--- src/box_cfg.svh ---
`ifndef BOX_CFG_SVH
`define BOX_CFG_SVH

// Image geometry, fixed per build.
`define BOX_IMG_COLS 32
`define BOX_IMG_ROWS 24

// Window shape. The column datapath is built for a radius of 8.
`define BOX_RADIUS   8
`define BOX_WIN      (2 * `BOX_RADIUS + 1)
`define BOX_WIN_AREA (`BOX_WIN * `BOX_WIN)

`define BOX_COL_W    10 // Row and column counter width.

// APB register map.
`define BOX_ADDR_CTRL   4'h0
`define BOX_ADDR_OFFSET 4'h4
`define BOX_ADDR_STATUS 4'h8

`endif

--- src/box_pkg.sv ---
`include "box_cfg.svh"

package box_pkg;

    typedef struct packed {
        logic [`BOX_COL_W-1:0] row;
        logic [`BOX_COL_W-1:0] col;
        logic                  row_start; // First pixel of a line.
        logic                  win_valid; // Window fully inside the image.
    } pix_tag_t;

    // Sample 0 is the oldest row, the last one is the current pixel.
    typedef struct packed {
        logic [`BOX_WIN-1:0][7:0] samp;
        pix_tag_t                 tag;
    } column_t;

    typedef struct packed {
        logic [12:0] sum;
        pix_tag_t    tag;
    } col_sum_t;

    typedef struct packed {
        logic [16:0]           sum;
        logic [7:0]            centre;
        logic                  bin;
        logic [`BOX_COL_W-1:0] row;
        logic [`BOX_COL_W-1:0] col;
    } win_result_t;

    typedef struct packed {
        logic [3:0]  paddr;
        logic        psel;
        logic        penable;
        logic        pwrite;
        logic [31:0] pwdata;
    } apb_req_t;

    typedef struct packed {
        logic [31:0] prdata;
        logic        pready;
        logic        pslverr;
    } apb_rsp_t;

    typedef enum logic [1:0] {
        ST_IDLE,
        ST_ACTIVE,
        ST_DONE
    } frame_state_e;

    typedef enum logic [3:0] {
        REG_CTRL   = `BOX_ADDR_CTRL,
        REG_OFFSET = `BOX_ADDR_OFFSET,
        REG_STATUS = `BOX_ADDR_STATUS
    } reg_addr_e;

endpackage

--- src/column_adder.sv ---
`timescale 1ns/1ps
`include "box_cfg.svh"

module column_adder (
    input  logic              clk,
    input  logic              rst,
    input  logic              i_col_valid,
    input  box_pkg::column_t  i_col,
    output logic              o_sum_valid,
    output box_pkg::col_sum_t o_sum,
    output logic [7:0]        o_centre
);
    import box_pkg::*;

    localparam int DEPTH  = 5;
    localparam int CENTRE = `BOX_RADIUS;
    localparam int LAST   = `BOX_WIN - 1;

    logic [7:0][8:0]       lvl1;
    logic [3:0][9:0]       lvl2;
    logic [1:0][10:0]      lvl3;
    logic [11:0]           lvl4;
    logic [12:0]           lvl5;
    logic [DEPTH-2:0][7:0] last_pipe; // Odd sample waits for the tree.
    logic [DEPTH-1:0]      valid_pipe;
    pix_tag_t              tag_pipe [DEPTH];
    logic [7:0]            centre_pipe [DEPTH];

    // Pairwise tree over samples 0..15, one register per level.
    always_ff @(posedge clk) begin
        for (int i = 0; i < 8; i++) begin
            lvl1[i] <= {1'b0, i_col.samp[2*i]} + {1'b0, i_col.samp[2*i+1]};
        end
        for (int i = 0; i < 4; i++) begin
            lvl2[i] <= {1'b0, lvl1[2*i]} + {1'b0, lvl1[2*i+1]};
        end
        for (int i = 0; i < 2; i++) begin
            lvl3[i] <= {1'b0, lvl2[2*i]} + {1'b0, lvl2[2*i+1]};
        end
        lvl4 <= {1'b0, lvl3[0]} + {1'b0, lvl3[1]};
        lvl5 <= {1'b0, lvl4} + {5'b0, last_pipe[DEPTH-2]};
    end

    always_ff @(posedge clk) begin
        last_pipe[0]   <= i_col.samp[LAST];
        tag_pipe[0]    <= i_col.tag;
        centre_pipe[0] <= i_col.samp[CENTRE];
        for (int i = 1; i < DEPTH - 1; i++) begin
            last_pipe[i] <= last_pipe[i-1];
        end
        for (int i = 1; i < DEPTH; i++) begin
            tag_pipe[i]    <= tag_pipe[i-1];
            centre_pipe[i] <= centre_pipe[i-1];
        end
    end

    always_ff @(posedge clk) begin
        if (rst) begin
            valid_pipe <= '0;
        end else begin
            valid_pipe <= {valid_pipe[DEPTH-2:0], i_col_valid};
        end
    end

    assign o_sum_valid = valid_pipe[DEPTH-1];
    assign o_sum       = '{sum: lvl5, tag: tag_pipe[DEPTH-1]};
    assign o_centre    = centre_pipe[DEPTH-1];

endmodule

--- config.mk ---
export PLATFORM = sky130hd
export DESIGN_NAME = column_adder
export DESIGN_NICKNAME = d
export VERILOG_FILES = /design/src/box_pkg.sv /design/src/column_adder.sv
export VERILOG_INCLUDE_DIRS = /design/src /design/src/src
export SDC_FILE = /design/constraint.sdc
export NUM_CORES = 1
export LEC_CHECK = 0
export ABC_CLOCK_PERIOD_IN_PS = 2600
export BUFFER_PORTS_ARGS = -buffer_cell sky130_fd_sc_hd__buf_2
export CAP_MARGIN = 20
export CORE_AREA = 5 5 160 162
export DETAILED_ROUTE_END_ITERATION = 12
export DIE_AREA = 0 0 165 167
export PLACE_DENSITY_LB_ADDON = 0.15
export SLEW_MARGIN = 20
export SYNTH_ARGS = -nofsm -noshare
export SYNTH_HDL_FRONTEND = slang
export SYNTH_SLANG_ARGS = --single-unit
--- constraint.sdc ---
create_clock -name clk -period 2.6 [get_ports clk]
set_input_delay 0.52 -clock clk [delete_from_list [all_inputs] [get_ports clk]]
set_output_delay 0.52 -clock clk [all_outputs]
set_load 0.005 [all_outputs]
# Yosys cells after proc, flatten, opt, wreduce, memory -nomap -nowiden
# Memory sizes are Yosys's and may differ from the RTL's.
# Cells that the tools add are included.
# word_totals
regBits	196
ramBits	150
input_bits	161
output_inout_bits	44
wordCells	39
mem_count	2
# classes
addsub	16
# memory_table
memory	depth	width	rd	rd_clocked_by_memory_dff	write_ports	line	text
tag_pipe	5	22	5	0	5	column_adder.sv:26	pix_tag_t tag_pipe [DEPTH];
centre_pipe	5	8	5	0	5	column_adder.sv:27	logic [7:0] centre_pipe [DEPTH];
# op_table
op	n
8-bit by 8-bit adder with 9-bit output	8
9-bit by 9-bit adder with 10-bit output	4
10-bit by 10-bit adder with 11-bit output	2
12-bit by 8-bit adder with 13-bit output	1
11-bit by 11-bit adder with 12-bit output	1

# Logic depth before layout (Yosys ltp)
# Gate-level depths: netlist of run 1.
# logic_depth
ltp_word	1
mapped_depth	8

# Least setup slack after synthesis of run 1
# Ideal clock, no wire load.
# synth_timing
kind	register to register
startpoint	reg lvl3[0] (netlist bit)
endpoint	reg lvl4[10]
setup_time_ns	0.062
arrival_time_ns	2.006
slack_ns	0.533
path_stages_with_launch	8
n_path_buf	0
period_less_slack_ns	2.067
cell_sequence	dfxtp_1 ha_1 fa_1 a21o_1 o2bb2ai_1 o41a_1 or4_1 nand3_1
# synth_via
elab_chain_cells	1
# synth_rtl
item	line	text
from (decl)	column_adder.sv:21	logic [1:0][10:0] lvl3;
from (signal, indexed assignment)	column_adder.sv:38	lvl3[i] <= {1'b0, lvl2[2*i]} + {1'b0, lvl2[2*i+1]};
11-bit by 11-bit adder with 12-bit output	column_adder.sv:40	lvl4 <= {1'b0, lvl3[0]} + {1'b0, lvl3[1]};
to (signal assigned)	column_adder.sv:40	
to (decl)	column_adder.sv:22	logic [11:0] lvl4;
# No other way between the ends.
# A chain may end at the register's enable or synchronous reset.

# Final worst setup path of run 1
# Same ends and word-level chain as after synthesis.

==> results of run 1 <==
## layout make-up
type	count	area share, %
Clock buffer	48	6.73
Timing Repair Buffer	204	6.90
Clock inverter	12	0.921
Tap cell	324	2.74
Sequential cell	346	46.8
Multi-Input combinational cell	647	35.0
Inverter	38	0.963
## registers in the layout, indices dropped and copies added (netlist names)
register	flops
tag_pipe	110
lvl1	72
centre_pipe	40
lvl2	40
last_pipe	32
lvl3	22
lvl5	13
lvl4	12
valid_pipe	5
## final timing paths
path	start	to	slack (ns)	cells past startpoint
max reg2reg	lvl3[0]	lvl4[10]	0.43	7
max	lvl3[0]	lvl4[10]	0.43	7
min	i_col[1]	tag_pipe[0][1]	0.12	1
min reg2reg	last_pipe[6]	last_pipe[14]	0.31	0
## metal layers
layer  GRT usage [%]  vias to the layer above  part of all wire, %
li1                -                     4091                    -
met1            19.5                     3335                   48
met2            22.3                      196                   45
met3            3.41                       32                  6.0
met4            3.94                        0                  1.8
met5               0                        -                    0
## cells by family after synthesis
kind of cell	after synthesis	synth area share, %
DFF	346	55.5
and+or+nand+nor	163	6.30
xor gates and xnor gates	96	6.73
buffers and inverters	71	3.10
muxes	1	0.0902
AOI/OAI and AO/OA	232	11.8
adders and majority gates	155	16.5
## power breakdown
part	total, µW	switching, µW	internal (µW)
Clock	4790	1900	2890
Sequential	6840	402	6440
Combinational	5460	2820	2650
## cell usage after synthesis, types with 8 or more instances
master,instances
o21ai_0,43
fa_1,16
xor2_1,20
a21oi_1,62
inv_1,38
a21o_1,27
nor2b_1,27
or3_1,10
buf_4,32
ha_1,139
nand2_1,14
nor2_1,79
o21ai_1,12
o22ai_1,8
o21a_1,19
nand2b_1,9
xnor2_1,76
a211oi_1,14
dfxtp_1,346
o31ai_1,9
## critical path, stage by stage, from the launching register on
cell       delay, ns
dfxtp_1         0.30
ha_1            0.22
fa_1            0.41
a21o_1          0.21
o2bb2ai_1       0.14
o41a_1          0.36
or4_1           0.41
nand3_1         0.09
## stage by stage
step / total power, µW / hold slack, ns / util, % / worst slack [ns] / instance area [µm²]
global placement: 12300 / 0.310 / 57.1 / 0.345 / 13700
floorplan: 11200 / 0.310 / - / 0.533 / 12500
global route: 18400 / 0.0886 / 61.8 / 0.340 / 14800
finish: 17100 / 0.117 / 61.8 / 0.431 / 14800
detailed placement: 12400 / 0.312 / 57.1 / 0.307 / 13700
CTS: 17300 / 0.0953 / 61.8 / 0.437 / 14800
## cell usage in the layout (no fill, tap or decap), drive strengths merged, types with 3 or more instances in the layout
master	Yosys	final
a41oi	4	4
nand2	14	14
a21oi	63	63
a211oi	15	15
nand2b	9	9
nand3	6	6
a21o	27	27
buf	32	204
clkinv	0	8
xor2	20	20
o22ai	8	8
fa	16	16
o2bb2ai	5	5
o21a	19	19
inv	38	40
o21bai	5	5
nand4	3	3
or3	10	10
nor3	4	4
nor2	79	79
dfxtp	346	346
xnor2	76	76
o31ai	9	9
o41ai	6	6
o21ai	55	55
ha	139	139
clkbuf	1	48
nor2b	27	27
a21boi	8	8
==> run_results.csv, run 1 <==
group,metric,value,unit
logic_synthesis,synth_flop_cell,"dfxtp_1",
die,die_w,165,µm
pwr,power_leakage,0.00681,µW
logic_synthesis,synth_area_leaders,"dfxtp_1, ha_1, xnor2_1, fa_1, a21oi_1",
logic_synthesis,yosysTopAreaCell,"dfxtp_1",
clock_network,cts_buffer_depth,3,
clock_network,post_cts_buffers,0,
pwr,ir_drop,0.000520,V
final_layout,seq_area,6930,µm²
outcome,status,"finished, final reports clean",
logic_synthesis,avgSynthCellArea,11.7,µm²
placement,io_buffers,204,
logic_synthesis,synth_edf_count,0,
final_layout,area_growth,18.5,%
final_layout,multiInputGateArea,5180,µm²
grt,grt_pass1_vias,7550,
clock_network,clock_sinks,346,
timing,rsz0062_at_grt,"no",
routing,drtAntennaViolNets,0,
grt,grt_max_degree,17,
setup_path,cp-end-kind,"register",
placement,dp_hpwl,15.0,mm
grt,grt_pass1_wl,33.1,mm
setup_path,crit_fanout,3,
logic_synthesis,ys_ff_latch,346,
timing,fin_crit_sh,83.4,%
routing,wire_per_inst,12.0,µm
setup_path,worstPathRequired,3.05,ns
clock_network,postCtsResizedCells,0,
timing,setup_viol,0,
die,die_h,167,µm
setup_path,crit_type,"register to register",
logic_synthesis,yosysUniqueCellTypes,48,
setup_path,cp-start-kind,"register",
logic_synthesis,synth_top_cell_area_share,55.5,%
final_layout,layout.nets,1588,
logic_synthesis,synth_nets,1380,
worst_hold_path,hold_path_class,"input port to register",
logic_synthesis,synthCells,1064,
setup_path,arrival,2.61,ns
die,placeableCoreArea,24000,µm²
placement,dp.cells,1559,
timing,fmaxAchievable,461,MHz
clock_network,ctsHtreeMaxLevel,2,
clock_network,cts_hold_buf,0,
final_layout,fill_cells,1985,
final_layout,final_cells,1619,
grt,antenna_found_initial,0,
grt,grt_usage,14.2,%
timing,fin_crit,2.17,ns
timing,finClkSkew,0.0174,ns
final_layout,drive_gt1_share,20.2,%
final_layout,diodes,0,
clock_network,clkLatencyLatePin,0.50,ns
logic_synthesis,yosys_warnings,0,
logic_synthesis,syn_area,12500,µm²
grt,overflow,0,
pwr,powerDensity,1150,nW/µm²
routing,first_iter_violations,278,
routing,routed_via_density,4.73,
job,max_cap_violations,0,
die,initial_utilization,52.1,%
clock_network,clk_pin_slew,0.06,ns
routing,wl,19.5,mm
placement,globalplace.congestion,0.840,
timing,hold_violations,0,
timing,slew_headroom,56.7,%
logic_synthesis,async_flop_share,0,%
clock_network,cts_inserted_buffers,35,
routing,drc,0,
timing,worst_pin_slew,0.644,ns
die,dieArea,27600,µm²
logic_synthesis,yosysSeqAreaShare,55.5,%
routing,drt_first_pass_iters,4,
die,core.rowCount,57,
timing,setup_tns,0,ns
die,num_io_pins,205,
timing,final-max-slew-violation-count,0,
routing,vias,7654,
clock_network,cts_tree,"built",
clock_network,root_buffer,"clkbuf_16",
Power figures use the tool's default switching activity.
==> run 2: changes to the inputs <==
--- a/config.mk
+++ b/config.mk
@@ -6,7 +6,7 @@
 export SDC_FILE = /design/constraint.sdc
 export NUM_CORES = 1
 export LEC_CHECK = 0
-export ABC_CLOCK_PERIOD_IN_PS = 2600
+export ABC_CLOCK_PERIOD_IN_PS = 2080
 export BUFFER_PORTS_ARGS = -buffer_cell sky130_fd_sc_hd__buf_2
 export CAP_MARGIN = 20
 export CORE_AREA = 5 5 160 162
==> constraint.sdc (replaced) <==
create_clock -name clk -period 2.08 [get_ports clk]
set_input_delay 0.416 -clock clk [delete_from_list [all_inputs] [get_ports clk]]
set_output_delay 0.416 -clock clk [all_outputs]
set_load 0.005 [all_outputs]
==> run_results.csv, run 2 (synthesis gave the netlist of run 1 again) <==
group,metric,value,unit
setup_path,slowest_stage,"or4_1",
final_layout,diodes,0,
routing,routed_via_density,4.66,
setup_path,worstPathRequired,2.53,ns
timing,worst_pin_slew,0.407,ns
routing,drt_first_pass_iters,4,
placement,globalplace.congestion,0.836,
grt,grt_pass1_vias,7744,
final_layout,layout.nets,1631,
setup_path,crit_fanout,2,
outcome,status,"finished, final reports clean",
timing,setup_viol,0,
clock_network,clock_sinks,346,
final_layout,drive_gt1_share,21.3,%
worst_hold_path,worstHoldEndpoint,"tag_pipe[0][8]",
pwr,powerDensity,1440,nW/µm²
grt,antenna_found_initial,0,
timing,rsz0062_at_grt,"yes",
setup_path,cp-end-kind,"register",
setup_path,reg2reg_depth,7,
setup_path,cp-start-kind,"register",
setup_path,r2r_slack,0.06,ns
timing,final-max-slew-violation-count,0,
timing,finClkSkew,0.00740,ns
grt,grt_pass1_wl,33.7,mm
clock_network,ctsHtreeMaxLevel,2,
timing,fin_crit,2.02,ns
routing,first_iter_violations,263,
setup_path,worstReg2RegStart,"lvl3[0]",
timing,hold_violations,0,
die,dieArea,27600,µm²
worst_hold_path,holdCritStartpoint,"i_col[8]",
job,max_cap_violations,0,
pwr,fin_total_pwr,22100,µW
final_layout,area_growth,22.7,%
timing,slew_headroom,72.5,%
grt,overflow,0,
die,die_h,167,µm
clock_network,root_buffer,"clkbuf_16",
setup_path,crit_chain,"ha_4, fa_2, a21o_1, o2bb2ai_2, o41a_1, or4_1, nand3_1",
die,core.rowCount,57,
routing,drc,0,
timing,setup_slack,0.0585,ns
timing,fmaxAchievable,495,MHz
clock_network,clkLatencyLatePin,0.51,ns
die,die_w,165,µm
worst_hold_path,whs_path_depth,1,
setup_path,cp_slowest_stage_delay,0.40,ns
final_layout,top_register,"tag_pipe",
worst_hold_path,hold_path_class,"input port to register",
clock_network,cts_inserted_buffers,36,
final_layout,final_cell_mix,"dfxtp_1, buf_2, ha_1",
placement,io_buffers,204,
setup_path,r2r-end,"lvl4[10]",
final_layout,top_regs,"tag_pipe (110), lvl1 (72)",
final_layout,fill_cells,1925,
pwr,ir_drop,0.000623,V
routing,drtAntennaViolNets,0,
clock_network,cts_tree,"built",
grt,grt_max_degree,16,
routing,wl,20.0,mm
clock_network,clk_pin_slew,0.06,ns
placement,dp_hpwl,15.1,mm
setup_path,crit_type,"register to register",
routing,wire_per_inst,12.0,µm
clock_network,post_cts_buffers,0,
placement,dp_slack,-0.125,ns
setup_path,arrival,2.47,ns
pwr,power_leakage,0.00703,µW
routing,vias,7749,
die,placeableCoreArea,24000,µm²
final_layout,layout_commonest_cell,"dfxtp_1",
clock_network,cts_buffer_depth,3,
final_layout,largest_register_ffs,110,
grt,grt_usage,14.5,%
die,num_io_pins,205,
die,initial_utilization,52.1,%
timing,fin_crit_sh,97.2,%
[run 2: timing repair]
| item | 4_1_cts | 5_1_grt |
|---|---|---|
| hold buffers | 25 | 4 |
| resized for setup | 1 | 6 |
| pin swaps | 0 | 2 |
| hold endpoints to repair | 25 | 4 |
| setup endpoints to repair | 1 | 2 |
[run 2: stage by stage]
step           cells  utilization, %  instance area [µm²]  TNS [ns]  hold slack, ns
3_3_place_gp    1572            57.5                13800    -0.159           0.310
3_5_place_dp    1572            57.5                13800    -0.741           0.312
4_1_cts         1660            63.7                15300         0         0.00130
6_report        1664            63.9                15300         0          0.0242
2_1_floorplan   1064               -                12500         0           0.310
5_1_grt         1664            63.9                15300   -0.0538         0.00127
[run 2: report_power, final]
| group | leakage [µW] | internal (µW) | switching, µW |
|---|---|---|---|
| Sequential | 0.00292 | 8050 | 495 |
| Combinational | 0.00352 | 3490 | 3580 |
| Clock | 0.000595 | 3970 | 2470 |
[run 2: cell type report]
type / instances / area (µm²) / area share (%)
Sequential cell: 346 / 6930 / 45.2
Timing Repair Buffer: 246 / 1410 / 9.19
Clock buffer: 49 / 1020 / 6.65
Multi-Input combinational cell: 647 / 5210 / 34.0
Inverter: 38 / 143 / 0.931
Tap cell: 324 / 405 / 2.65
Clock inverter: 14 / 211 / 1.38
[run 2: how the worst max path moves through the flow]
stage / to / start / slack (ns) / depth (start not counted)
after CTS: lvl4[10] / lvl3[0] / 0.01 / 7
final: lvl4[10] / lvl3[0] / 0.06 / 7
after global routing: lvl4[10] / lvl3[0] / -0.05 / 7
after global placement: lvl1[24] / i_col[54] / -0.04 / 8
after floorplan: lvl4[10] / lvl3[0] / 0.01 / 7
after detailed placement: lvl1[6] / i_col[22] / -0.12 / 8
[run 2: worst max-delay path, delay by kind of cell (launching register included)]
family | cells | cell delay, ns
AOI/OAI and AO/OA | 3 | 0.65
adders and majority gates | 2 | 0.49
and+or+nand+nor | 2 | 0.49
DFF | 1 | 0.33
[run 2: metal layers]
metal / vias up / part of all wire (%) / global-route usage [%] / wire [µm]
li1: 4170 / - / - / -
met1: 3370 / 47 / 18.8 / 9320
met2: 176 / 46 / 23.9 / 9120
met3: 33 / 6.0 / 3.34 / 1190
met4: 0 / 1.7 / 4.41 / 344
met5: - / 0 / 0 / 0
==> run 3: changes to the inputs <==
--- a/config.mk
+++ b/config.mk
@@ -12,7 +12,9 @@
 export CORE_AREA = 5 5 160 162
 export DETAILED_ROUTE_END_ITERATION = 12
 export DIE_AREA = 0 0 165 167
+export GPL_TIMING_DRIVEN = 0
 export PLACE_DENSITY_LB_ADDON = 0.15
+export REMOVE_ABC_BUFFERS = 1
 export SLEW_MARGIN = 20
 export SYNTH_ARGS = -nofsm -noshare
 export SYNTH_HDL_FRONTEND = slang
==> run_results.csv, run 3 (synthesis gave the netlist of run 1 again) <==
group,metric,value,unit
outcome,status,"finished, final reports clean",
die,die_h,167,µm
setup_path,worstReg2RegStart,"lvl3[11]",
final_layout,final_cells,1640,
die,die_w,165,µm
final_layout,diodes,0,
timing,fin_crit_sh,99.6,%
routing,drtAntennaViolNets,0,
clock_network,ctsHtreeMaxLevel,2,
die,num_io_pins,205,
final_layout,design_area,15100,µm²
final_layout,final_util,63.0,%
setup_path,r2r_slack,0.008,ns
grt,overflow,0,
clock_network,clk_pin_slew,0.06,ns
timing,hold_ws,0.0197,ns
die,initial_utilization,52.1,%
die,core.rowCount,57,
die,placeableCoreArea,24000,µm²
job,max_cap_violations,0,
worst_hold_path,holdCritStartpoint,"i_col[11]",
setup_path,worstPathRequired,2.52,ns
setup_path,cp-start-kind,"register",
routing,vias,7693,
clock_network,cts_tree,"built",
setup_path,reg2reg_depth,7,
placement,dp.cells,1559,
grt,antenna_found_initial,0,
final_layout,fill_cells,1982,
grt,grt_usage,14.2,%
timing,setup_viol,0,
final_layout,largest_register_ffs,110,
die,dieArea,27600,µm²
pwr,ir_drop,0.000737,V
timing,slew_headroom,73.7,%
final_layout,top_regs,"tag_pipe (110), lvl1 (72)",
final_layout,area_growth,20.8,%
timing,fmaxAchievable,483,MHz
grt,grt_pass1_wl,33.2,mm
placement,dp_hpwl,14.9,mm
timing,hold_violations,0,
clock_network,clkLatencyLatePin,0.50,ns
setup_path,arrival,2.51,ns
placement,placed_cell_area,13700,µm²
timing,rsz0062_at_grt,"yes",
timing,final-max-slew-violation-count,0,
worst_hold_path,whs_path_depth,1,
placement,io_buffers,204,
grt,grt_max_degree,17,
final_layout,top_register,"tag_pipe",
pwr,powerDensity,1430,nW/µm²
setup_path,r2r-end,"lvl4[10]",
pwr,fin_total_pwr,21600,µW
final_layout,drive_gt1_share,21.0,%
clock_network,root_buffer,"clkbuf_16",
setup_path,cp-end-kind,"register",
clock_network,clock_sinks,346,
routing,wire_per_inst,12.0,µm
timing,worst_pin_slew,0.389,ns
routing,wl,19.7,mm
placement,globalplace.congestion,0.839,
routing,routed_via_density,4.69,
worst_hold_path,hold_path_class,"input port to register",
final_layout,final_cell_mix,"dfxtp_1, buf_2, ha_1",
worst_hold_path,worstHoldEndpoint,"tag_pipe[0][11]",
routing,drc,0,
timing,fin_crit,2.07,ns
clock_network,cts_buffer_depth,3,
final_layout,layout.nets,1611,
setup_path,crit_type,"register to register",
setup_path,crit_fanout,2,
pwr,power_leakage,0.00691,µW
clock_network,cts_inserted_buffers,34,
routing,first_iter_violations,229,
routing,drt_first_pass_iters,4,
grt,grt_pass1_vias,7690,
timing,finClkSkew,0.0120,ns
final_layout,layout_commonest_cell,"dfxtp_1",
[run 3: cell types whose count changed in the layout (fill, tap and decap cells not counted), sizes merged]
cell	before	now
clkinv	4	7
dlygate4sd3	29	20
buf	217	208
clkbuf	49	43
inv	41	40
clkinvlp	3	1
[run 3: layout make-up]
class	count	area, µm²	area share (%)
clock buffers	43	935	6.19
multi-input cells	647	5230	34.6
clock inverters	14	199	1.32
inverters	38	143	0.945
flip-flops and latches	346	6930	45.9
repair buffers	228	1250	8.29
well taps	324	405	2.69
[run 3: power by group]
part / internal, µW / leakage [µW] / switching [µW]
clock: 3690 / 0.000556 / 2370
combinational: 3460 / 0.00344 / 3560
sequential: 8050 / 0.00292 / 504
[run 3: worst max-delay path: stages, from the launching register on]
cell and delay (ns):
dfxtp_2 0.34, ha_4 0.16, fa_2 0.36, a21o_1 0.19, o2bb2ai_2 0.13, o41a_1 0.34
or4_1 0.41, nand3_1 0.09
[run 3: worst max-delay path by stage]
stage	endpoint	slack, ns	depth (start not counted)	from
4_1_cts	lvl4[10]	-0.02	7	lvl3[11]
3_5_place_dp	lvl4[10]	-0.16	7	lvl3[11]
2_1_floorplan	lvl4[10]	0.01	7	lvl3[0]
5_1_grt	lvl4[10]	-0.05	7	lvl3[11]
3_3_place_gp	lvl1[6]	-0.16	8	i_col[22]
6_report	lvl4[10]	0.008	7	lvl3[11]
[run 3: timing repair]
item                       in CTS  in global routing
resized for setup               6                  7
hold endpoints to repair       18                  2
setup buffers                   2                  2
cloned                          0                  0
pin swaps                       5                  4
setup endpoints to repair       2                  4
hold buffers                   18                  2
[run 3: layer usage]
metal	vias up	track usage, %	wire [µm]
met3	44	3.44	1280
li1	4124	-	-
met5	-	0	0
met2	186	22.7	8870
met4	0	4.74	495
met1	3339	18.9	9110
[run 3: stage by stage]
stage | worst slack (ns) | setup TNS, ns
floorplan | 0.0125 | 0
global placement | -0.156 | -1.43
detailed placement | -0.158 | -1.72
CTS | -0.0237 | -0.0237
global route | -0.0547 | -0.0750
finish | 0.00782 | 0
