### src/box_cfg.svh
`ifndef BOX_CFG_SVH
`define BOX_CFG_SVH

// Image geometry, fixed per build.
`define BOX_IMG_COLS 32
`define BOX_IMG_ROWS 24

// Window shape. The column datapath is built for a radius of 8.
`define BOX_RADIUS   8
`define BOX_WIN      (2 * `BOX_RADIUS + 1)
`define BOX_WIN_AREA (`BOX_WIN * `BOX_WIN)

`define BOX_COL_W    10 // Row and column counter width.

// APB register map.
`define BOX_ADDR_CTRL   4'h0
`define BOX_ADDR_OFFSET 4'h4
`define BOX_ADDR_STATUS 4'h8

`endif

### src/box_pkg.sv
`include "box_cfg.svh"

package box_pkg;

    typedef struct packed {
        logic [`BOX_COL_W-1:0] row;
        logic [`BOX_COL_W-1:0] col;
        logic                  row_start; // First pixel of a line.
        logic                  win_valid; // Window fully inside the image.
    } pix_tag_t;

    // Sample 0 is the oldest row, the last one is the current pixel.
    typedef struct packed {
        logic [`BOX_WIN-1:0][7:0] samp;
        pix_tag_t                 tag;
    } column_t;

    typedef struct packed {
        logic [12:0] sum;
        pix_tag_t    tag;
    } col_sum_t;

    typedef struct packed {
        logic [16:0]           sum;
        logic [7:0]            centre;
        logic                  bin;
        logic [`BOX_COL_W-1:0] row;
        logic [`BOX_COL_W-1:0] col;
    } win_result_t;

    typedef struct packed {
        logic [3:0]  paddr;
        logic        psel;
        logic        penable;
        logic        pwrite;
        logic [31:0] pwdata;
    } apb_req_t;

    typedef struct packed {
        logic [31:0] prdata;
        logic        pready;
        logic        pslverr;
    } apb_rsp_t;

    typedef enum logic [1:0] {
        ST_IDLE,
        ST_ACTIVE,
        ST_DONE
    } frame_state_e;

    typedef enum logic [3:0] {
        REG_CTRL   = `BOX_ADDR_CTRL,
        REG_OFFSET = `BOX_ADDR_OFFSET,
        REG_STATUS = `BOX_ADDR_STATUS
    } reg_addr_e;

endpackage

### src/apb_regs.sv
`timescale 1ns/1ps

module apb_regs (
    input  logic              clk,
    input  logic              rst,
    input  box_pkg::apb_req_t i_apb,
    output box_pkg::apb_rsp_t o_apb,
    input  logic              i_out_valid,
    input  logic              i_frame_done,
    output logic              o_enable,
    output logic signed [7:0] o_offset
);
    import box_pkg::*;

    localparam int DONE_BIT = 16;

    reg_addr_e   addr;
    logic        access;
    logic        mapped;
    logic        wr_en;
    logic        status_clr;
    logic [31:0] rdata;
    logic        ctrl_en;
    logic [7:0]  offset_q;
    logic [15:0] count_q;
    logic        done_q;

    assign addr   = reg_addr_e'(i_apb.paddr);
    assign access = i_apb.psel & i_apb.penable;
    assign wr_en  = access & i_apb.pwrite & mapped;
    assign status_clr = wr_en && (addr == REG_STATUS) && i_apb.pwdata[DONE_BIT];

    always_comb begin
        mapped = 1'b1;
        rdata  = '0;
        case (addr)
            REG_CTRL:   rdata = {31'b0, ctrl_en};
            REG_OFFSET: rdata = {24'b0, offset_q};
            REG_STATUS: rdata = {15'b0, done_q, count_q};
            default:    mapped = 1'b0;
        endcase
    end

    always_ff @(posedge clk) begin
        if (rst) begin
            ctrl_en  <= 1'b0;
            offset_q <= '0;
        end else if (wr_en) begin
            if (addr == REG_CTRL) begin
                ctrl_en <= i_apb.pwdata[0];
            end
            if (addr == REG_OFFSET) begin
                offset_q <= i_apb.pwdata[7:0];
            end
        end
    end

    // Output count and sticky done, write one to clear.
    always_ff @(posedge clk) begin
        if (rst || status_clr) begin
            count_q <= '0;
            done_q  <= 1'b0;
        end else begin
            if (i_out_valid) begin
                count_q <= count_q + 1'b1;
            end
            if (i_frame_done) begin
                done_q <= 1'b1;
            end
        end
    end

    assign o_apb    = '{prdata: rdata, pready: 1'b1, pslverr: access & ~mapped};
    assign o_enable = ctrl_en;
    assign o_offset = offset_q;

    a_penable_needs_psel: assert property (@(posedge clk) disable iff (rst)
        i_apb.penable |-> i_apb.psel)
        else $error("apb_regs penable without psel");

endmodule

### config.mk
export PLATFORM = sky130hd
export DESIGN_NAME = apb_regs
export DESIGN_NICKNAME = d
export VERILOG_FILES = /design/src/box_pkg.sv /design/src/apb_regs.sv
export VERILOG_INCLUDE_DIRS = /design/src /design/src/src
export SDC_FILE = /design/constraint.sdc
export NUM_CORES = 1
export LEC_CHECK = 0
export BUFFER_PORTS_ARGS = -buffer_cell sky130_fd_sc_hd__buf_4
export CORE_ASPECT_RATIO = 0.8
export CORE_MARGIN = 4
export CORE_UTILIZATION = 43
export DETAILED_ROUTE_END_ITERATION = 6
export HOLD_SLACK_MARGIN = 0.12
export PLACE_DENSITY = 0.8
export REMOVE_ABC_BUFFERS = 1
export SETUP_SLACK_MARGIN = 0.5
export SLEW_MARGIN = 20
export SYNTH_ARGS = -nofsm -noshare
export SYNTH_HDL_FRONTEND = slang
export SYNTH_SLANG_ARGS = --single-unit
### constraint.sdc
create_clock -name clk -period 2 [get_ports clk]
set_input_delay 0.1 -clock clk [delete_from_list [all_inputs] [get_ports clk]]
set_output_delay 0.1 -clock clk [all_outputs]
set_load 0.03 [all_outputs]
# After elaboration in Yosys (flattened, before gate mapping)
# Index checks and enable logic that the tools add are counted.
totals:
  regBits: 26
  inputBits: 43
  out_inout_bits: 43
op_classes:
  add_sub_neg: 1
  eq_ne: 2
  muxes: 2
  bitwise_logic: 5
  n_reduce_logical: 7
op_table:
  columns: ["op", "n"]
  rows:
  - ["one-hot mux 17 bit (3 select lines)", 1]
  - ["adder 16 x 1 -> 16 bit (second input constant)", 1]
  - ["AND 1 bit", 4]
  - ["equality test 4 x 3 -> 1 bit (second input constant)", 1]
  - ["equality test 4 bit (second input constant)", 1]
  - ["logical NOT 4 bit", 1]
  - ["AND reduction 2 bit", 2]
  - ["OR reduction 3 bit", 1]
  - ["logical AND 1 bit", 2]
  - ["logical OR 1 bit", 1]
  - ["2-to-1 mux 1 bit", 1]
  - ["inverter 1 bit", 1]

# Depth between registers and ports, before layout
# Gate-level depths: netlist (run 1).
logic_depth:
  word_depth: 7
  depth_mapped: 5
  ltp_nobuf: 5

# Worst setup path before layout (run 1)
# OpenSTA, ideal clock, no wires.
synth_timing:
  kind: "flip-flop to flip-flop"
  start: "register count_q[0]"
  end: "register count_q[14]"
  t_arrival_ps: 1533
  required_time_ps: 1930
  setup_slack_ps: 397
  stages_incl_launch_ff: 6
  period_less_slack_ps: 1603
  path_cell_list: "dfxtp_1 ha_1 nand3_2 or3_1 or3_1 a21oi_1"
synth_between:
  elab_chain_len: 1
synth_rtl:
  columns: ["element", "line", "rtl"]
  rows:
  - ["start: declaration", "apb_regs.sv:25", "logic [15:0] count_q;"]
  - ["start signal: assignment", "apb_regs.sv:65", "count_q <= count_q + 1'b1;"]
  - ["adder 16 x 1 -> 16 bit", "apb_regs.sv:65", null]
# No other way between the ends.
# A chain may end at the register's enable or synchronous reset.

# Final worst setup path (run 1)
layout_timing:
  start: "register count_q[3]"
  end: "register count_q[15]"
# Same word-level chain as after synthesis.

==> out/qor.csv, run 1 <==
stage;metric;value;unit
status;status;finished, final reports clean;
setup_path;worstSetupStartpointType;flip-flop;
placement;dp_slack;0.277;ns
floorplan;die-area;4340;µm²
placement;hpwl;2330;µm
sta;period_minus_slack;1.49;ns
sta;max_freq;0.669;GHz
sta;hold_ws;0.162;ns
route;dr.pass1.iters;4;
layout;diodes;0;
yosys;synth.distinct_cells;32;
clock_tree;clkLatencyLatePin;0.27;ns
setup_path;reg2regPathDepth;4;
placement;dpl_cell_area;1760;µm²
setup_path;critPathRequiredTime;2.21;ns
sta;final_hold_viol_count;0;
grt;grt_pass1_wl;5570;µm
layout;seq_area;544;µm²
power;p_leak;0.000856;µW
route;vias_per_cell;4.79;
floorplan;core;3150;µm²
clock_tree;clkSlewWorstSetupHoldPaths;0.09;ns
sta;tns;0;ns
route;drt-total-wl;3450;µm
grt;grt_pass1_vias;1218;
layout;area_growth;44.9;%
route;drc_errors;0;
setup_path;path_max_fanout;10;
sta;slew_violations;0;
setup_path;path_class;reg -> reg;
layout;fill_cells;274;
yosys;syn_avg_cell_area;8.82;µm²
layout;drive_gt1_share;37.1;%
yosys;synth_cells;163;
floorplan;dieWidth;72.6;µm
yosys;syn-cell-area;1440;µm²
setup_path;cp-endpoint;count_q[15]$_SDFFE_PP0P_;
setup_path;startpoint;count_q[3]$_SDFFE_PP0P_;
yosys;ys_seq_area_share;36.2;%
job;maxCapViolations;0;
setup_path;cp-end-kind;flip-flop;
route;wl_per_cell;12.8;µm
worst_hold_path;holdCritPathClass;in -> reg;
power;p_per_area;493;nW/µm²
sta;clock_skew;0.00230;ns
layout;multi_input_comb_area;870;µm²
clock_tree;clock_path_buffers;2;
sta;setup_viol;0;
grt;gr-usage-all-layers;16.5;%
clock_tree;cts_sinks;26;
placement;gp_congestion;0.812;
route;final_antenna_net_count;0;
clock_tree;cts_root_buf;clkbuf_8;
layout;design_area;2080;µm²
grt;overflow;0;
layout;final_nets;274;
layout;finish.utilization;66.1;%
grt;grt_max_degree;18;
sta;fin_crit_sh;74.7;%
floorplan;io_pins;86;
clock_tree;numCtsBuffers;3;
setup_path;rr_startpoint;count_q[3]$_SDFFE_PP0P_;
yosys;ys_warn_count;0;
setup_path;timing.rr.end;count_q[15]$_SDFFE_PP0P_;
power;ir_drop;0.527;mV
route;vias;1288;
setup_path;crit_arrival;1.70;ns
clock_tree;ctsHtreeMaxLevel;1;
floorplan;die_height;59.7;µm
placement;io_buffers;46;
sta;fin_ws;0.506;ns
floorplan;rows;18;
setup_path;rrSetupSlack;0.51;ns
yosys;ys_ff_latch;26;
route;first_iter_violations;57;
floorplan;initial_core_util;45.6;%
sta;rsz0062_at_grt;yes;
clock_tree;cts_tree;done;
grt;antenna_found_initial;0;
==> registers in the layout, indices dropped and copies added (netlist names) <==
register and flops:
count_q 16, done_q 1, o_offset 8, o_enable 1
==> final cells by class <==
type / instances / share of cell area [%]
clock buffers: 4 / 2.64
inverters: 3 / 0.541
multi-input cells: 126 / 41.7
flip-flops and latches: 26 / 26.1
well taps: 40 / 2.40
repair buffers: 70 / 26.5
==> layer usage <==
layer,routed length (µm),track usage (%)
met5,0,0
met4,57,3.42
met3,230,5.21
met2,1690,28.7
met1,1470,20.2
==> cells in the final DEF (no fill, tap or decap), types with 4 or more instances in the layout <==
cell type      instances
a22o_1                 7
and2_1                10
buf_4                 59
clkbuf_8               4
conb_1                16
dfxtp_1               17
dfxtp_2                4
dfxtp_4                5
dlygate4sd3_1         11
mux2i_1               10
nand2_1                8
nor2_1                24
nor4_1                 4
o21ai_0                4
xnor2_1                8
==> critical path, stage by stage, from the launching register on <==
cell and delay, ns:
dfxtp_4 0.39, nand3_4 0.13, or3_4 0.42, or3_1 0.37, a21oi_2 0.13
==> cells in the mapped netlist <==
master | number | area share [%]
nor3_1 | 3 | 1.0
and2_1 | 10 | 4.4
xor2_1 | 3 | 1.8
buf_2 | 3 | 1.0
nand3_2 | 1 | 0.70
and4_1 | 1 | 0.61
a211oi_1 | 1 | 0.52
buf_4 | 17 | 8.9
a31oi_1 | 1 | 0.44
a21oi_2 | 1 | 0.61
dfxtp_1 | 26 | 36
nand2_1 | 8 | 2.1
nor4b_4 | 2 | 3.3
or3_4 | 1 | 0.78
nand4_2 | 1 | 0.87
ha_1 | 1 | 0.87
conb_1 | 2 | 0.52
a21oi_1 | 4 | 1.4
inv_1 | 3 | 0.78
clkbuf_1 | 2 | 0.52
a31o_1 | 1 | 0.61
and3_1 | 1 | 0.44
nor2_1 | 24 | 6.3
nor4_1 | 5 | 2.2
nand4_1 | 2 | 0.87
nand3_4 | 1 | 1.2
or3_1 | 5 | 2.2
xnor2_1 | 8 | 4.9
a22o_1 | 7 | 4.3
o21ai_0 | 4 | 1.4
mux2i_1 | 10 | 7.0
nand3_1 | 4 | 1.4
==> worst min path at each step <==
stage	slack, ns	start	cells past startpoint	endpoint
5_1_grt	0.18	i_out_valid	3	count_q[1]$_SDFFE_PP0P_
6_report	0.16	i_out_valid	3	count_q[1]$_SDFFE_PP0P_
4_1_cts	0.15	i_out_valid	3	count_q[0]$_SDFFE_PP0P_
2_1_floorplan	0.17	rst	1	o_enable$_SDFFE_PP0P_
3_5_place_dp	0.31	i_frame_done	3	done_q$_SDFFE_PP0P_
3_3_place_gp	0.31	i_frame_done	3	done_q$_SDFFE_PP0P_
==> per-stage QoR <==
step           instances  power, µW
2_1_floorplan        155        614
3_3_place_gp         244        668
3_5_place_dp         244        669
4_1_cts              266       1030
5_1_grt              269       1070
6_report             269       1030
==> repair_timing <==
| item | CTS | global route |
|---|---|---|
| endpoints found under the hold margin | 10 | 0 |
| cloned | 0 | 0 |
| hold buffers | 11 | 0 |
| setup buffers | 7 | 3 |
| resized for setup | 20 | 4 |
| endpoints found under the setup margin | 2 | 10 |
| pin swaps | 4 | 5 |
==> report_power, final <==
group,switching [µW],internal (µW),leakage (µW)
logic,93.9,71.8,0.000611
clock network,158,176,0.0000288
registers,8.11,520,0.000216
total,260,768,0.000856
==> kinds of logic after synthesis <==
| logic type | synth area share [%] |
|---|---|
| buffers and inverters | 11.2 |
| AOI/OAI and AO/OA | 9.23 |
| and+or+nand+nor | 28.3 |
| xor gates and xnor gates | 6.70 |
| DFF | 36.2 |
| adders and majority gates | 0.870 |
| muxes | 6.96 |
| other | 0.522 |
No activity file was read; power rests on OpenSTA's default activity.
==> run 2: changes to the inputs <==
ABC_AREA = 1   (was unset)
CORE_UTILIZATION = 44   (was 43)
clock period = 1.52 ns   (was 2 ns; I/O delays follow)
==> run 2 against run 1 <==
Net effect:
- power rose by 47%
- sequential power rose by 31%
- fmax rose by 11%
- sequential share of layout area fell by 3.9 points
- setup slack got worse by 0.33 ns
- synthesized cell count rose by 40%
- hold slack got worse by 0.077 ns
- count of clock-buffer cells in the layout fell by 1
- first-iteration DRC count rose by 89%
- utilization rose by 11 points
- clock skew rose by 0.0054 ns
- non-clock buffer count rose by 8
- critical path type unchanged
- largest power group unchanged
==> out/qor.csv, run 2 <==
stage;metric;value;unit;change
status;status;finished, final reports clean;;
yosys;synth.distinct_cells;27;;-16%
yosys;yosys.area.top_type;dfxtp_1;;
layout;diodes;0;;unchanged
sta;final_hold_viol_count;0;;unchanged
clock_tree;clock_path_buffers;2;;unchanged
yosys;ys_warn_count;0;;unchanged
clock_tree;cts_sinks;26;;unchanged
sta;clock_skew;0.00773;ns;+0.00543 ns
grt;grt_pass1_wl;7220;µm;+30%
layout;final_common_cell;buf_4;;
yosys;ys_seq_area_share;34.4;%;-1.9 points
worst_hold_path;hold_depth;4;;+1
sta;max_freq;0.744;GHz;+11%
layout;largest_register_ffs;16;;unchanged
floorplan;core;3200;µm²;+1.4%
worst_hold_path;holdCritPathClass;in -> reg;;
power;ir_drop;0.554;mV;+5.1%
layout;area_growth;62.7;%;
floorplan;initial_core_util;47.4;%;+1.8 points
sta;tns;0;ns;unchanged
layout;fill_cells;205;;-25%
route;vias;1749;;+36%
job;maxCapViolations;0;;unchanged
sta;setup_viol;0;;unchanged
floorplan;die-area;4450;µm²;+2.6%
layout;final_nets;351;;+28%
route;drt-total-wl;4730;µm;+37%
floorplan;rows;18;;unchanged
route;first_iter_violations;108;;+89%
setup_path;path_class;reg -> reg;;
yosys;synth.area.top_cells;dfxtp_1, nor2_1, nand2_1;;
sta;fin_ws;0.177;ns;-0.329 ns
layout;regMostFlops;count_q;;
placement;gp_congestion;0.800;;-1.5%
grt;grt_pass1_vias;1597;;+31%
setup_path;cp-end-kind;flip-flop;;
yosys;ys_ff_latch;26;;unchanged
route;final_antenna_net_count;0;;unchanged
clock_tree;numCtsBuffers;3;;unchanged
placement;dpl_cell_area;1880;µm²;+6.8%
sta;rsz0062_at_grt;yes;;
clock_tree;clkSlewWorstSetupHoldPaths;0.10;ns;about the same
power;p_per_area;614;nW/µm²;+24%
setup_path;reg2regPathDepth;7;;+3
clock_tree;cts_root_buf;clkbuf_8;;
grt;grt_max_degree;16;;-2
power;p_leak;0.00109;µW;+28%
yosys;yosys.area.top_type_share;34.4;%;-1.9 points
yosys;synthArstFlopShare;0;%;unchanged
setup_path;path_max_fanout;5;;-5
route;vias_per_cell;5.05;;+5.6%
layout;design_area;2460;µm²;+18%
setup_path;worstSetupStartpointType;flip-flop;;
yosys;synth.most_common_cell;nor2_1;;
layout;finalNonFillerCells;346;;+29%
setup_path;crit_arrival;1.55;ns;-0.15 ns
placement;io_buffers;46;;unchanged
placement;dp_cells;316;;+30%
route;dr.pass1.iters;4;;unchanged
placement;hpwl;2790;µm;+20%
yosys;synth_flop_cell;dfxtp_1;;
sta;slew_violations;0;;unchanged
yosys;synth_edf_count;0;;unchanged
setup_path;critPathRequiredTime;1.73;ns;-0.48 ns
sta;fin_crit_sh;88.4;%;+14 points
grt;gr-usage-all-layers;20.8;%;+4.3 points
layout;final_cell_mix;buf_4, nor2_1, nand2_1, inv_1, buf_6;;
floorplan;io_pins;86;;unchanged
floorplan;dieWidth;73.6;µm;+1.3%
grt;antenna_found_initial;0;;unchanged
yosys;ys_top_cells_by_count;nor2_1, nand2_1, inv_1;;
floorplan;die_height;60.5;µm;+1.3%
yosys;syn-cell-area;1520;µm²;+5.4%
clock_tree;cts_tree;done;;
yosys;syn_avg_cell_area;6.65;µm²;-25%
yosys;synth_cells;228;;+40%
sta;period_minus_slack;1.34;ns;-0.151 ns
route;drc_errors;0;;unchanged
clock_tree;clkLatencyLatePin;0.28;ns;about the same
setup_path;rrSetupSlack;0.18;ns;-0.33 ns
sta;hold_ws;0.0849;ns;-0.0768 ns
placement;dp_slack;0.169;ns;-0.107 ns
clock_tree;ctsHtreeMaxLevel;1;;unchanged
route;wl_per_cell;13.7;µm;+6.5%
grt;overflow;0;;unchanged
layout;drive_gt1_share;41.2;%;+4.1 points
[run 2: cell types whose count changed in the layout (fill, tap and decap cells not counted), sizes merged, moves of 6 or more]
| cell | delta |
|---|---|
| mux2i | -9 |
| nand2 | +33 |
| o21ai | +13 |
| or3 | -6 |
| nor2 | +33 |
| xnor2 | -7 |
| inv | +27 |
| buf | +9 |
| nand3 | +6 |
| and2 | -10 |
[run 2: worst paths after layout]
| path | startpoint | end |
|---|---|---|
| max | count_q[1]$_SDFFE_PP0P_ | count_q[10]$_SDFFE_PP0P_ |
| min reg2reg | done_q$_SDFFE_PP0P_ | done_q$_SDFFE_PP0P_ |
| min | i_apb[38] | o_enable$_SDFFE_PP0P_ |
| max reg2reg | count_q[1]$_SDFFE_PP0P_ | count_q[10]$_SDFFE_PP0P_ |
[run 2: timing repair]
| item | in CTS | in global routing |
|---|---|---|
| setup buffers | 8 | 8 |
| resized for setup | 75 | 17 |
| endpoints found under the hold margin | 10 | 0 |
| setup endpoints to repair | 32 | 31 |
| hold buffers | 10 | 0 |
| pin swaps | 24 | 15 |
[run 2: layer usage]
metal	up-vias	share of wire [%]	GRT usage [%]
li1	838	-	-
met1	806	39	26.8
met2	87	48	35.5
met3	18	9.4	4.64
met4	0	3.0	5.68
met5	-	0	0
[run 2: cell type report]
type                            instances  area, µm²  area share (%)
Clock buffer                            3       41.3            1.68
Clock inverter                          1       30.0            1.22
Multi-Input combinational cell        167        968            39.3
Inverter                               31        125            5.08
Tap cell                               40       50.0            2.03
Sequential cell                        26        548            22.2
Timing Repair Buffer                   78        702            28.5
[run 2: stage by stage]
stage          util (%)  power, µW
2_1_floorplan         -        811
3_3_place_gp       58.7        875
3_5_place_dp       58.7        879
4_1_cts            73.8       1500
5_1_grt            77.1       1560
6_report           77.1       1510
[run 2: logic make-up (layout without fill, tap and decap cells)]
logic type | count (synthesis) | count (layout) | share of synthesized area (%)
AO/OA/AOI/OAI | 24 | 24 | 8.42
XOR/XNOR | 2 | 2 | 1.16
adder cells (fa/ha/maj) | 1 | 1 | 0.826
buffers and inverters | 49 | 113 | 16.4
flip-flops | 26 | 26 | 34.4
multiplexers | 1 | 1 | 0.661
other | 2 | 16 | 0.496
AND/OR/NAND/NOR | 123 | 123 | 37.7
[run 2: power by group]
part / internal, µW / switching [µW]
logic: 89.8 / 132
clock network: 353 / 247
registers: 682 / 9.41
total: 1130 / 388
[run 2: worst max-delay path, stage by stage (launching register included)]
cell and delay (ns):
dfxtp_4 0.39, ha_4 0.16, nand3_4 0.11, nor2_4 0.17, nand2_2 0.08, o21ai_1 0.14
inv_1 0.07, nor2_1 0.13
==> run 3: changes to the inputs <==
ABC_AREA = unset   (was 1)
CORE_UTILIZATION = 43   (was 44)
SETUP_SLACK_MARGIN = 0.3   (was 0.5)
==> run 3 against run 2 <==
Net effect:
- via count is 20% lower
- clock power is 24% lower
- flip-flop and latch count stayed put
- largest power group unchanged
- clock skew hardly changed
- wire length is 16% lower
==> out/qor.csv, run 3 (same netlist as run 1, synthesis figures left out) <==
stage;metric;value;unit;change
layout;final_common_cell;buf_4;;
route;wl_per_cell;14.0;µm;+2.2%
route;first_iter_violations;36;;-67%
power;p_per_area;596;nW/µm²;-3.0%
worst_hold_path;hold_depth;4;;unchanged
setup_path;rr_startpoint;count_q[1]$_SDFFE_PP0P_;;
setup_path;rrSetupSlack;0.07;ns;-0.11 ns
floorplan;dieWidth;72.6;µm;-1.3%
worst_hold_path;holdCritPathClass;in -> reg;;
grt;overflow;0;;unchanged
power;p_leak;0.00104;µW;-4.9%
clock_tree;clkSlewWorstSetupHoldPaths;0.09;ns;about the same
setup_path;path_class;reg -> reg;;
route;final_antenna_net_count;0;;unchanged
power;switching_share;26.3;%;+0.63 points
clock_tree;ctsHtreeMaxLevel;1;;unchanged
status;status;finished, final reports clean;;
layout;final_nets;288;;-18%
clock_tree;cts_root_buf;clkbuf_8;;
floorplan;initial_core_util;45.6;%;-1.8 points
grt;grt_pass1_wl;6170;µm;-15%
layout;finish.utilization;73.4;%;-3.7 points
power;switchingPower;362;µW;-6.7%
setup_path;path_max_fanout;2;;-3
setup_path;crit_chain;ha_4 > nand3_2 > or3_4 > or3_1 > a21oi_2;;
layout;area_growth;60.9;%;
setup_path;startpoint;count_q[1]$_SDFFE_PP0P_;;
floorplan;io_pins;86;;unchanged
setup_path;cp_num_cells;5;;-2
setup_path;worstSetupStartpointType;flip-flop;;
power;clkPwrFrac;33.1;%;-6.5 points
sta;slew_violations;0;;unchanged
power;pwr-share-seq;50.4;%;+4.7 points
sta;fin_crit_sh;95.6;%;+7.3 points
sta;clock_skew;0.00775;ns;+0.0000180 ns
power;ir_drop;0.613;mV;+11%
placement;hpwl;2530;µm;-9.3%
setup_path;cp.buffers_inverters;0;;-1
route;drt-total-wl;3950;µm;-16%
clock_tree;clock_path_buffers;2;;unchanged
setup_path;cp-end-kind;flip-flop;;
setup_path;cp_slowest_cell;dfxtp_4;;
clock_tree;cts_tree;done;;
layout;largest_register_ffs;16;;unchanged
sta;final_hold_viol_count;0;;unchanged
placement;io_buffers;46;;unchanged
clock_tree;numCtsBuffers;3;;unchanged
sta;hold_ws;0.194;ns;+0.109 ns
route;vias;1402;;-20%
sta;max_freq;0.688;GHz;-7.6%
setup_path;crit_arrival;1.68;ns;+0.13 ns
clock_tree;clkLatencyLatePin;0.28;ns;about the same
route;drc_errors;0;;unchanged
floorplan;die-area;4340;µm²;-2.6%
sta;tns;0;ns;unchanged
setup_path;reg2regPathDepth;5;;-2
floorplan;core;3150;µm²;-1.4%
grt;grt_pass1_vias;1342;;-16%
grt;antenna_found_initial;0;;unchanged
route;dr.pass1.iters;4;;unchanged
setup_path;max_stage_delay;0.38;ns;about the same
setup_path;cp-endpoint;count_q[14]$_SDFFE_PP0P_;;
layout;final_cell_mix;buf_4, nor2_1, dfxtp_1, conb_1, buf_6;;
layout;seq_area;542;µm²;-1.1%
clock_tree;cts_sinks;26;;unchanged
layout;diodes;0;;unchanged
placement;gp_congestion;0.797;;-0.35%
grt;gr-usage-all-layers;18.5;%;-2.3 points
sta;rsz0062_at_grt;yes;;
setup_path;timing.rr.end;count_q[14]$_SDFFE_PP0P_;;
job;maxCapViolations;0;;unchanged
grt;grt_max_degree;18;;+2
layout;drive_gt1_share;42.0;%;+0.80 points
setup_path;critPathRequiredTime;1.75;ns;+0.02 ns
worst_hold_path;worstHoldStart;i_apb[35];;
floorplan;die_height;59.7;µm;-1.3%
sta;period_minus_slack;1.45;ns;+0.111 ns
layout;regMostFlops;count_q;;
layout;multi_input_comb_area;933;µm²;-3.6%
power;p_int;1020;µW;-9.7%
sta;setup_viol;0;;unchanged
layout;fill_cells;239;;+17%
setup_path;crit_family;simple AND/OR/NAND/NOR gates;;
power;combPwrFrac;16.5;%;+1.8 points
route;vias_per_cell;4.95;;-2.0%
floorplan;rows;18;;unchanged
[run 3: metal layers]
metal,GRT usage [%],vias to the layer above,part of all wire [%]
li1,-,690,-
met1,21.4,657,40
met2,32.9,49,52
met3,5.04,6,6.6
met4,6.84,0,1.6
met5,0,-,0
[run 3: layout make-up]
| class | count | share of cell area [%] |
|---|---|---|
| Tap cell | 40 | 2.16 |
| Sequential cell | 26 | 23.4 |
| Clock buffer | 4 | 2.38 |
| Multi-Input combinational cell | 126 | 40.3 |
| Timing Repair Buffer | 84 | 31.2 |
| Inverter | 3 | 0.487 |
[run 3: worst min-delay path, delay by kind of cell]
kind            cells  cell delay, ns
buf+inv             1            0.14
compound gates      1            0.05
simple gates        2            0.16
[run 3: power by group through the flow]
stage	Clock (µW)	Sequential (µW)	Combinational [µW]
floorplan	0	714	92.9
global placement	0	710	179
detailed placement	0	710	182
CTS	465	696	220
global route	497	695	244
finish	457	694	227
[run 3: how the worst min path moves through the flow]
stage	slack [ns]	end
2_1_floorplan	0.15	o_enable$_SDFFE_PP0P_
3_3_place_gp	0.29	done_q$_SDFFE_PP0P_
3_5_place_dp	0.30	done_q$_SDFFE_PP0P_
4_1_cts	0.17	o_enable$_SDFFE_PP0P_
5_1_grt	0.20	count_q[2]$_SDFFE_PP0P_
6_report	0.19	o_enable$_SDFFE_PP0P_
[run 3: timing repair]
action,4_1_cts,5_1_grt
cloned,0,0
gates resized for setup,27,21
endpoints found under the setup margin,14,22
pin swaps,10,19
hold buffers,11,0
buffers inserted,4,5
hold endpoints to repair,12,0
[run 3: metrics by stage]
| step | worst slack, ns | area [µm²] | total power, µW | cells |
|---|---|---|---|---|
| global placement | 0.00660 | 1870 | 889 | 259 |
| CTS | 0.0411 | 2200 | 1380 | 278 |
| floorplan | -0.0864 | 1340 | 807 | 155 |
| detailed placement | -0.0131 | 1870 | 893 | 259 |
| global route | 0.0119 | 2310 | 1440 | 283 |
| finish | 0.0662 | 2310 | 1380 | 283 |
